### config.mk
export PLATFORM = sky130hd
export DESIGN_NAME = execute_stage
export DESIGN_NICKNAME = d
export VERILOG_FILES = /design/src/hw/exec_pkg.sv /design/src/hw/execute_stage.sv /design/src/hw/exec_retire.sv /design/src/hw/int_alu.sv /design/src/hw/operand_select.sv /design/src/hw/exec_control.sv
export SDC_FILE = /design/constraint.sdc
export NUM_CORES = 2
export LEC_CHECK = 0
export BUFFER_PORTS_ARGS = -buffer_cell sky130_fd_sc_hd__buf_2
export CAP_MARGIN = 40
export CORE_UTILIZATION = 34
export DETAILED_ROUTE_END_ITERATION = 16
export PLACE_DENSITY = 0.48
export SLEW_MARGIN = 40
export SYNTH_ARGS = -nofsm -noshare
export SYNTH_HDL_FRONTEND = slang
export SYNTH_SLANG_ARGS = --single-unit
### constraint.sdc
create_clock -name clk -period 8.93 [get_ports clk]
set_input_delay 0 -clock clk [delete_from_list [all_inputs] [get_ports clk]]
set_output_delay 0 -clock clk [all_outputs]
set_load 0.05 [all_outputs]
### src/hw/exec_pkg.sv
package exec_pkg;

    // ------------------------------------------------------------------
    // Widths and constants
    // ------------------------------------------------------------------

    // Data and address width
    localparam int XLEN = 64;

    // Link address step for JAL and JALR
    localparam int INSN_BYTES = 4;

    // Shift amount field width, low bits of operand b
    localparam int SHAMT_W = $clog2(XLEN);

    // ------------------------------------------------------------------
    // Encodings
    // ------------------------------------------------------------------

    // Major opcodes, real RV64I encodings
    typedef enum logic [6:0] {
        OP_LUI    = 7'b0110111,
        OP_AUIPC  = 7'b0010111,
        OP_JAL    = 7'b1101111,
        OP_JALR   = 7'b1100111,
        OP_BRANCH = 7'b1100011,
        OP_LOAD   = 7'b0000011,
        OP_STORE  = 7'b0100011,
        OP_OP_IMM = 7'b0010011,
        OP_OP     = 7'b0110011
    } opcode_t;

    // ALU operations
    // BLT and BLTU go through SLT and SLTU
    typedef enum logic [3:0] {
        ALU_ADD  = 4'd0,
        ALU_SUB  = 4'd1,
        ALU_AND  = 4'd2,
        ALU_OR   = 4'd3,
        ALU_XOR  = 4'd4,
        ALU_SLL  = 4'd5,
        ALU_SRL  = 4'd6,
        ALU_SRA  = 4'd7,
        ALU_SLT  = 4'd8,
        ALU_SLTU = 4'd9,
        ALU_EQ   = 4'd10,
        ALU_NE   = 4'd11,
        ALU_GE   = 4'd12,
        ALU_GEU  = 4'd13
    } alu_op_t;

    // Jump conditions
    // BR is taken when the ALU compare returns 1
    typedef enum logic [2:0] {
        JUMP_NONE = 3'd0,
        JUMP_YES  = 3'd1,
        JUMP_BR   = 3'd2
    } jump_cond_t;

    // Control machine states
    typedef enum logic {
        EXEC_IDLE = 1'b0,
        EXEC_CALC = 1'b1
    } exec_state_t;

    // ------------------------------------------------------------------
    // Bundles
    // ------------------------------------------------------------------

    // Decoder control, passed through to the result
    typedef struct packed {
        opcode_t           op_code;
        alu_op_t           alu_op;
        jump_cond_t        jump_if;
        logic              jump_absolute;  // Target from rs1, JALR style
        logic              alu_use_immed;
        logic [XLEN-1:0]   immed;          // Already sign-extended
        logic              reg_write;
        logic              mem_read;
        logic              mem_write;
        logic              jump_signal;    // Don't care in, taken flag out
    } exec_ctrl_t;

    // One decoded instruction
    typedef struct packed {
        logic [XLEN-1:0]   pc;
        logic [XLEN-1:0]   rs1_val;
        logic [XLEN-1:0]   rs2_val;
        exec_ctrl_t        ctrl;
    } exec_req_t;

    // Retired result
    typedef struct packed {
        logic [XLEN-1:0]   alu_result;
        logic [XLEN-1:0]   jump_pc;
        logic              jump_taken;
        exec_ctrl_t        ctrl;
    } exec_result_t;

endpackage
### src/hw/execute_stage.sv
`timescale 1ns/1ps

module execute_stage (
    input  logic                   clk,
    input  logic                   reset,
    input  logic                   execute_enable,
    input  logic                   flush,
    input  exec_pkg::exec_req_t    req,
    output exec_pkg::exec_result_t result,
    output logic                   execute_done
);

    import exec_pkg::*;

    // ------------------------------------------------------------------
    // Internal nets
    // ------------------------------------------------------------------

    // Control strobes
    logic            capture;
    logic            retire;

    // Held request and ALU path
    exec_req_t       held_req;
    logic [XLEN-1:0] operand_a;
    logic [XLEN-1:0] operand_b;
    alu_op_t         alu_op;
    logic [XLEN-1:0] alu_result;

    // ------------------------------------------------------------------
    // Instances
    // ------------------------------------------------------------------

    // IDLE/CALC sequencing and flush
    exec_control i_exec_control (
        .clk            (clk),
        .reset          (reset),
        .execute_enable (execute_enable),
        .flush          (flush),
        .capture        (capture),
        .retire         (retire)
    );

    // Capture at edge N, operands from the held copy
    operand_select i_operand_select (
        .clk       (clk),
        .reset     (reset),
        .capture   (capture),
        .req       (req),
        .held_req  (held_req),
        .operand_a (operand_a),
        .operand_b (operand_b),
        .alu_op    (alu_op)
    );

    // Pure combinational
    int_alu i_int_alu (
        .operand_a  (operand_a),
        .operand_b  (operand_b),
        .alu_op     (alu_op),
        .alu_result (alu_result)
    );

    // Jump resolve, result registered at edge N+1
    exec_retire i_exec_retire (
        .clk          (clk),
        .reset        (reset),
        .retire       (retire),
        .held_req     (held_req),
        .alu_result   (alu_result),
        .result       (result),
        .execute_done (execute_done)
    );

endmodule

### src/hw/exec_retire.sv
`timescale 1ns/1ps

module exec_retire (
    input  logic                      clk,
    input  logic                      reset,
    input  logic                      retire,
    input  exec_pkg::exec_req_t       held_req,
    input  logic [exec_pkg::XLEN-1:0] alu_result,
    output exec_pkg::exec_result_t    result,
    output logic                      execute_done
);

    import exec_pkg::*;

    logic            taken;
    logic [XLEN-1:0] target_base;
    logic [XLEN-1:0] target;
    exec_ctrl_t      ctrl_out;

    // ------------------------------------------------------------------
    // Jump resolution
    // ------------------------------------------------------------------

    always_comb begin
        case (held_req.ctrl.jump_if)
            JUMP_YES: taken = 1'b1;
            // All branch kinds reduce to a 0/1 compare
            JUMP_BR:  taken = alu_result == XLEN'(1);
            default:  taken = 1'b0;
        endcase
    end

    // JALR adds to rs1, branches and JAL add to pc
    assign target_base = held_req.ctrl.jump_absolute ? held_req.rs1_val : held_req.pc;

    // Target is zero when not taken
    assign target = taken ? target_base + held_req.ctrl.immed : '0;

    // Control passes through with the taken flag folded in
    always_comb begin
        ctrl_out             = held_req.ctrl;
        ctrl_out.jump_signal = taken;
    end

    // ------------------------------------------------------------------
    // Result register and done strobe
    // ------------------------------------------------------------------

    always_ff @(posedge clk) begin
        if (reset) begin
            result       <= '0;
            execute_done <= 1'b0;
        end else if (retire) begin
            result.alu_result <= alu_result;
            result.jump_pc    <= target;
            result.jump_taken <= taken;
            result.ctrl       <= ctrl_out;
            execute_done      <= 1'b1;
        end else begin
            // Result holds, done is a single pulse
            execute_done <= 1'b0;
        end
    end

endmodule

### src/hw/int_alu.sv
`timescale 1ns/1ps

module int_alu (
    input  logic [exec_pkg::XLEN-1:0] operand_a,
    input  logic [exec_pkg::XLEN-1:0] operand_b,
    input  exec_pkg::alu_op_t         alu_op,
    output logic [exec_pkg::XLEN-1:0] alu_result
);

    import exec_pkg::*;

    logic [SHAMT_W-1:0] shamt;
    logic               lt_signed;
    logic               lt_unsigned;
    logic               equal;

    // ------------------------------------------------------------------
    // Shared compare and shift terms
    // ------------------------------------------------------------------

    // Only low 6 bits count for RV64 shifts
    assign shamt = operand_b[SHAMT_W-1:0];

    assign lt_signed   = $signed(operand_a) < $signed(operand_b);
    assign lt_unsigned = operand_a < operand_b;
    assign equal       = operand_a == operand_b;

    // ------------------------------------------------------------------
    // Operation select
    // ------------------------------------------------------------------

    always_comb begin
        case (alu_op)
            ALU_ADD: alu_result = operand_a + operand_b;
            ALU_SUB: alu_result = operand_a - operand_b;
            ALU_AND: alu_result = operand_a & operand_b;
            ALU_OR:  alu_result = operand_a | operand_b;
            ALU_XOR: alu_result = operand_a ^ operand_b;
            ALU_SLL: alu_result = operand_a << shamt;
            ALU_SRL: alu_result = operand_a >> shamt;
            // Arithmetic shift keeps the sign bit
            ALU_SRA: alu_result = $signed(operand_a) >>> shamt;
            // Compares give 0 or 1
            ALU_SLT: begin
                alu_result = {{(XLEN-1){1'b0}}, lt_signed};
            end
            ALU_SLTU: begin
                alu_result = {{(XLEN-1){1'b0}}, lt_unsigned};
            end
            // Branch compares, 1 means taken
            ALU_EQ: begin
                alu_result = {{(XLEN-1){1'b0}}, equal};
            end
            ALU_NE: begin
                alu_result = {{(XLEN-1){1'b0}}, !equal};
            end
            ALU_GE: begin
                alu_result = {{(XLEN-1){1'b0}}, !lt_signed};
            end
            ALU_GEU: begin
                alu_result = {{(XLEN-1){1'b0}}, !lt_unsigned};
            end
            // Unused codes
            default: alu_result = '0;
        endcase
    end

endmodule

### src/hw/operand_select.sv
`timescale 1ns/1ps

module operand_select (
    input  logic                      clk,
    input  logic                      reset,
    input  logic                      capture,
    input  exec_pkg::exec_req_t       req,
    output exec_pkg::exec_req_t       held_req,
    output logic [exec_pkg::XLEN-1:0] operand_a,
    output logic [exec_pkg::XLEN-1:0] operand_b,
    output exec_pkg::alu_op_t         alu_op
);

    import exec_pkg::*;

    // ------------------------------------------------------------------
    // Request register
    // ------------------------------------------------------------------

    // Loaded in the enable cycle, held through CALC and after
    always_ff @(posedge clk) begin
        if (reset) begin
            held_req <= '0;
        end else if (capture) begin
            held_req <= req;
        end
    end

    // ------------------------------------------------------------------
    // Operand choice by opcode
    // ------------------------------------------------------------------

    always_comb begin
        // Register-register by default
        operand_a = held_req.rs1_val;
        operand_b = held_req.rs2_val;
        case (held_req.ctrl.op_code)
            OP_LUI: begin
                // Zero plus immediate
                operand_a = '0;
                operand_b = held_req.ctrl.immed;
            end
            OP_AUIPC: begin
                operand_a = held_req.pc;
                operand_b = held_req.ctrl.immed;
            end
            OP_JAL, OP_JALR: begin
                // Link address, pc + 4
                // Target comes from the retire stage
                operand_a = held_req.pc;
                operand_b = XLEN'(INSN_BYTES);
            end
            OP_BRANCH, OP_OP: begin
                operand_a = held_req.rs1_val;
                operand_b = held_req.rs2_val;
            end
            OP_OP_IMM, OP_LOAD, OP_STORE: begin
                // Address or immediate arithmetic
                operand_a = held_req.rs1_val;
                operand_b = held_req.ctrl.immed;
            end
            default: begin
                // Unknown opcode, decoder flag picks b
                operand_a = held_req.rs1_val;
                if (held_req.ctrl.alu_use_immed) begin
                    operand_b = held_req.ctrl.immed;
                end else begin
                    operand_b = held_req.rs2_val;
                end
            end
        endcase
    end

    // ------------------------------------------------------------------
    // ALU operation
    // ------------------------------------------------------------------

    always_comb begin
        case (held_req.ctrl.op_code)
            // Address and link forms always add
            OP_LOAD, OP_STORE, OP_JAL, OP_JALR, OP_AUIPC: begin
                alu_op = ALU_ADD;
            end
            default: begin
                alu_op = held_req.ctrl.alu_op;
            end
        endcase
    end

endmodule

### src/hw/exec_control.sv
`timescale 1ns/1ps

module exec_control (
    input  logic clk,
    input  logic reset,
    input  logic execute_enable,
    input  logic flush,
    output logic capture,
    output logic retire
);

    import exec_pkg::*;

    exec_state_t state;
    exec_state_t state_next;

    // ------------------------------------------------------------------
    // Next state and strobes
    // ------------------------------------------------------------------

    always_comb begin
        state_next = state;
        capture    = 1'b0;
        retire     = 1'b0;
        case (state)
            EXEC_IDLE: begin
                // Flush wins over enable
                if (execute_enable && !flush) begin
                    capture    = 1'b1;
                    state_next = EXEC_CALC;
                end
            end
            EXEC_CALC: begin
                // One cycle of compute, then back
                // Enable pulses here are dropped
                retire     = !flush;
                state_next = EXEC_IDLE;
            end
            default: begin
                state_next = EXEC_IDLE;
            end
        endcase
    end

    // ------------------------------------------------------------------
    // State register
    // ------------------------------------------------------------------

    always_ff @(posedge clk) begin
        if (reset) begin
            state <= EXEC_IDLE;
        end else if (flush) begin
            // Abort anything in flight
            state <= EXEC_IDLE;
        end else begin
            state <= state_next;
        end
    end

endmodule

==> impl_metrics.toml <==
[flow_run]
cap_violations = 0

[sta]
rsz0062_at_grt = "false"
hold_viol = 0
fmax_mhz = 114
fin_crit_ps = 8790
worst_pin_slew_ps = 993
maxSlewHeadroom_pct = 31.9
finalCritPeriodShare_pct = 98.5
finalSetupViolations = 0
clock_skew_ps = 76.8
tns_ps = 0
slew_violations = 0

[detailed_routing]
viasPerCell = 6.39
wirelength_um = 317000
ant_nets = 0
drt_first_iter_violations = 7781
vias = 57800
drc = 0
first_pass_iters = 8
wl_per_cell_um = 35.0

[cts]
clock_latency_ps = 730
cts_setup_buffers = 0
cts-htree-levels = 2
tritoncts = "done"
path_clk_slew_ps = 60
cts_sinks = 489
cts_made_buffers = 58
ctsRootBufferMaster = "clkbuf_16"
cts_buffer_depth = 3

[setup_path]
cp-start-kind = "flop"
cp-end-kind = "flop"
path_max_fanout = 57
cp.arrival_ps = 9400
critical_path_class = "reg -> reg"
worstPathRequired_ps = 9540

[floorplan]
start_util_pct = 34.3
io_pins = 494
die_y_um = 366
die_area_um2 = 134000
fp.dieW_um = 366
rows = 133
core_um2 = 131000

[grt]
use_met2_pct = 65.6
met3_usage_pct = 11.4
grt.overflow.total = 0
grt_busiest_layer = "met2"
grt_pass1_wl_um = 434000
grt_usage_pct = 45.2
grt_pass1_vias = 54000
met1_usage_pct = 58.5
antenna_found_initial = 17
grt_max_degree = 156

[synthesis]
synth_compound_area_share_pct = 32.4
avgSynthCellArea_um2 = 7.14
synth-seq-cells = 489
synth_mux_area_share_pct = 8.91
synth_edf_count = 0
synth_flop_cell = "dfxtp_1"
synth_fa_ha_area_share_pct = 7.51
async_reset_ff_share_pct = 0
syn-num-nets = 6847
ys_types = 104
ys_warn_count = 0
synth-simple-area-share_pct = 21.0
synth_top_family_by_area = "compound AO/OA/AOI/OAI gates"
syn_area_um2 = 45000
synth_xor_area_share_pct = 1.87
syn_inst = 6299
ys_seq_area_share_pct = 21.8

[placed_design]
gp_congestion = 1.16
io_buffers = 492
post-dp-hpwl_um = 249000

[finish]
final_util_pct = 44.1
nets = 7776
drive_above_1_share_pct = 19.0
area_growth_pct = 28.8

[power_and_ir_drop]
p_sw_mw = 3.15
swShare_pct = 39.5
power.total_mw = 7.96
pwr-share-comb_pct = 36.8
p_leak_nw = 23.6
p_per_area_nw_per_um2 = 137
pwr-share-clk_pct = 33.9
irDropWorstVdd_uv = 181
p_seq_share_pct = 29.3
p_int_mw = 4.81

[outcome]
status = "complete, no violations"

[hold_path]
hp-class = "in -> reg"
-- placed cells by master (no fill, tap or decap), drive strengths merged, types with 51 or more instances in the layout --
cell / instances
nand2: 1112
buf: 990
a21oi: 737
nor2: 495
dfxtp: 489
dlygate4sd3: 377
mux2i: 293
o21ai: 291
ha: 265
inv: 213
o22ai: 155
nor3: 137
a22o: 120
o31ai: 105
nand3: 103
a211oi: 102
mux2: 90
clkbuf: 76
o211ai: 75
a22oi: 69
xnor2: 65
a21o: 63
nand4: 61
nor4: 52
a221oi: 51
-- power by group through the flow --
stage	Sequential (mW)	Combinational [mW]	Clock [mW]
floorplan	2.38	1.34	0
global placement	2.38	2.63	0
detailed placement	2.38	2.63	0
CTS	2.33	2.76	2.74
global route	2.34	2.97	2.82
finish	2.33	2.93	2.70
-- per-stage QoR --
step	hold slack (ps)	instance area (µm²)	worst slack (ps)	cells
finish	56.9	57900	137	9044
global route	66.5	57900	8.64	9036
CTS	27.1	57800	395	9031
detailed placement	246	51900	415	8545
global placement	241	51700	334	8538
floorplan	136	45000	1700	6299
-- Yosys cell counts (all sizes together), types with 16 or more instances --
master   instances  area [µm²]
nand3          103         515
mux2            90        1010
o21bai          47         353
o31ai          105        1050
xor2            31         272
a2111oi         23         213
nor2b           35         219
buf            146         821
nand2b          28         175
o221ai          38         333
nor2           495        1860
a22o           120        1050
a21oi          737        3690
o21ai          291        1460
or3             36         225
ha             265        3320
clkbuf         352        1320
o22ai          155         970
nand2         1112        4180
nor4            52         332
xnor2           65         569
o21a            28         210
a21o            63         473
a221oi          51         478
a221o           27         270
a31oi           42         263
nand4           61         382
mux2i          293        2970
a211oi         102         766
nor3           137         697
o211ai          75         563
a211o           16         140
dfxtp          489        9790
a22oi           69         606
o2111ai         17         149
and3            26         163
and2            21         131
inv            212         796
-- per-layer routing --
layer,wire length (µm),vias up
met4,25800,16
met1,127000,28200
met3,34100,876
li1,-,24900
met5,120,-
met2,129000,3827
-- worst paths after layout --
kind	start	end	slack [ps]	depth (start not counted)
worst max-delay path	i_operand_select.held_req[83]	i_exec_retire.result[87]	140	25
worst min-delay path	req[157]	i_operand_select.held_req[157]	60	4
worst max register to register	i_operand_select.held_req[83]	i_exec_retire.result[87]	140	25
worst min register to register	i_operand_select.held_req[2]	i_exec_retire.result[2]	450	2
-- logic make-up (layout without fill, tap and decap cells) --
logic type,after synthesis,in the layout
DFF,489,489
muxes,384,384
other,0,12
xor gates and xnor gates,96,96
and+or+nand+nor,2179,2179
AOI/OAI and AO/OA,2168,2168
buffers and inverters,715,1693
adders and majority gates,268,268
-- final cells by class --
cell class / instances / area [µm²]
fill: 13600 / 73400
multi-input combinational: 5095 / 32600
timing repair buffer: 1367 / 10300
sequential: 489 / 9800
tap: 1755 / 2200
clock buffer: 76 / 1630
inverter: 217 / 821
clock inverter: 33 / 519
antenna: 12 / 30.0
-- sequential cells by signal (all words and copies together), names as in the netlist --
register	count
i_operand_select.held_req	275
i_exec_retire.execute_done	1
i_exec_control.state	1
i_exec_retire.result	212
-- worst max-delay path, cell delays in order, from the launching register on --
cell       delay [ps]
dfxtp_1           360
nand4bb_1         450
or3_1             600
nand2_2           270
buf_12            300
a22o_1            620
ha_1              570
nor4_1            630
nand4_1           190
a2111oi_0         410
buf_4             210
o311ai_1          190
a211oi_1          430
nor2_1            260
a21oi_1           370
buf_4             220
mux2_2            330
a2111oi_1         630
buf_4             220
nand2_1            50
nor4b_1           260
and4_1            280
a21oi_4            80
buf_12            180
buf_4             180
o31ai_1           270
-- what timing repair did --
| item | in CTS | in global routing |
|---|---|---|
| setup endpoints to repair | 0 | 60 |
| resized for setup | 0 | 3 |
| hold buffers | 377 | 0 |
| endpoints found under the hold margin | 314 | 0 |
(Power assumes the default switching activity.)
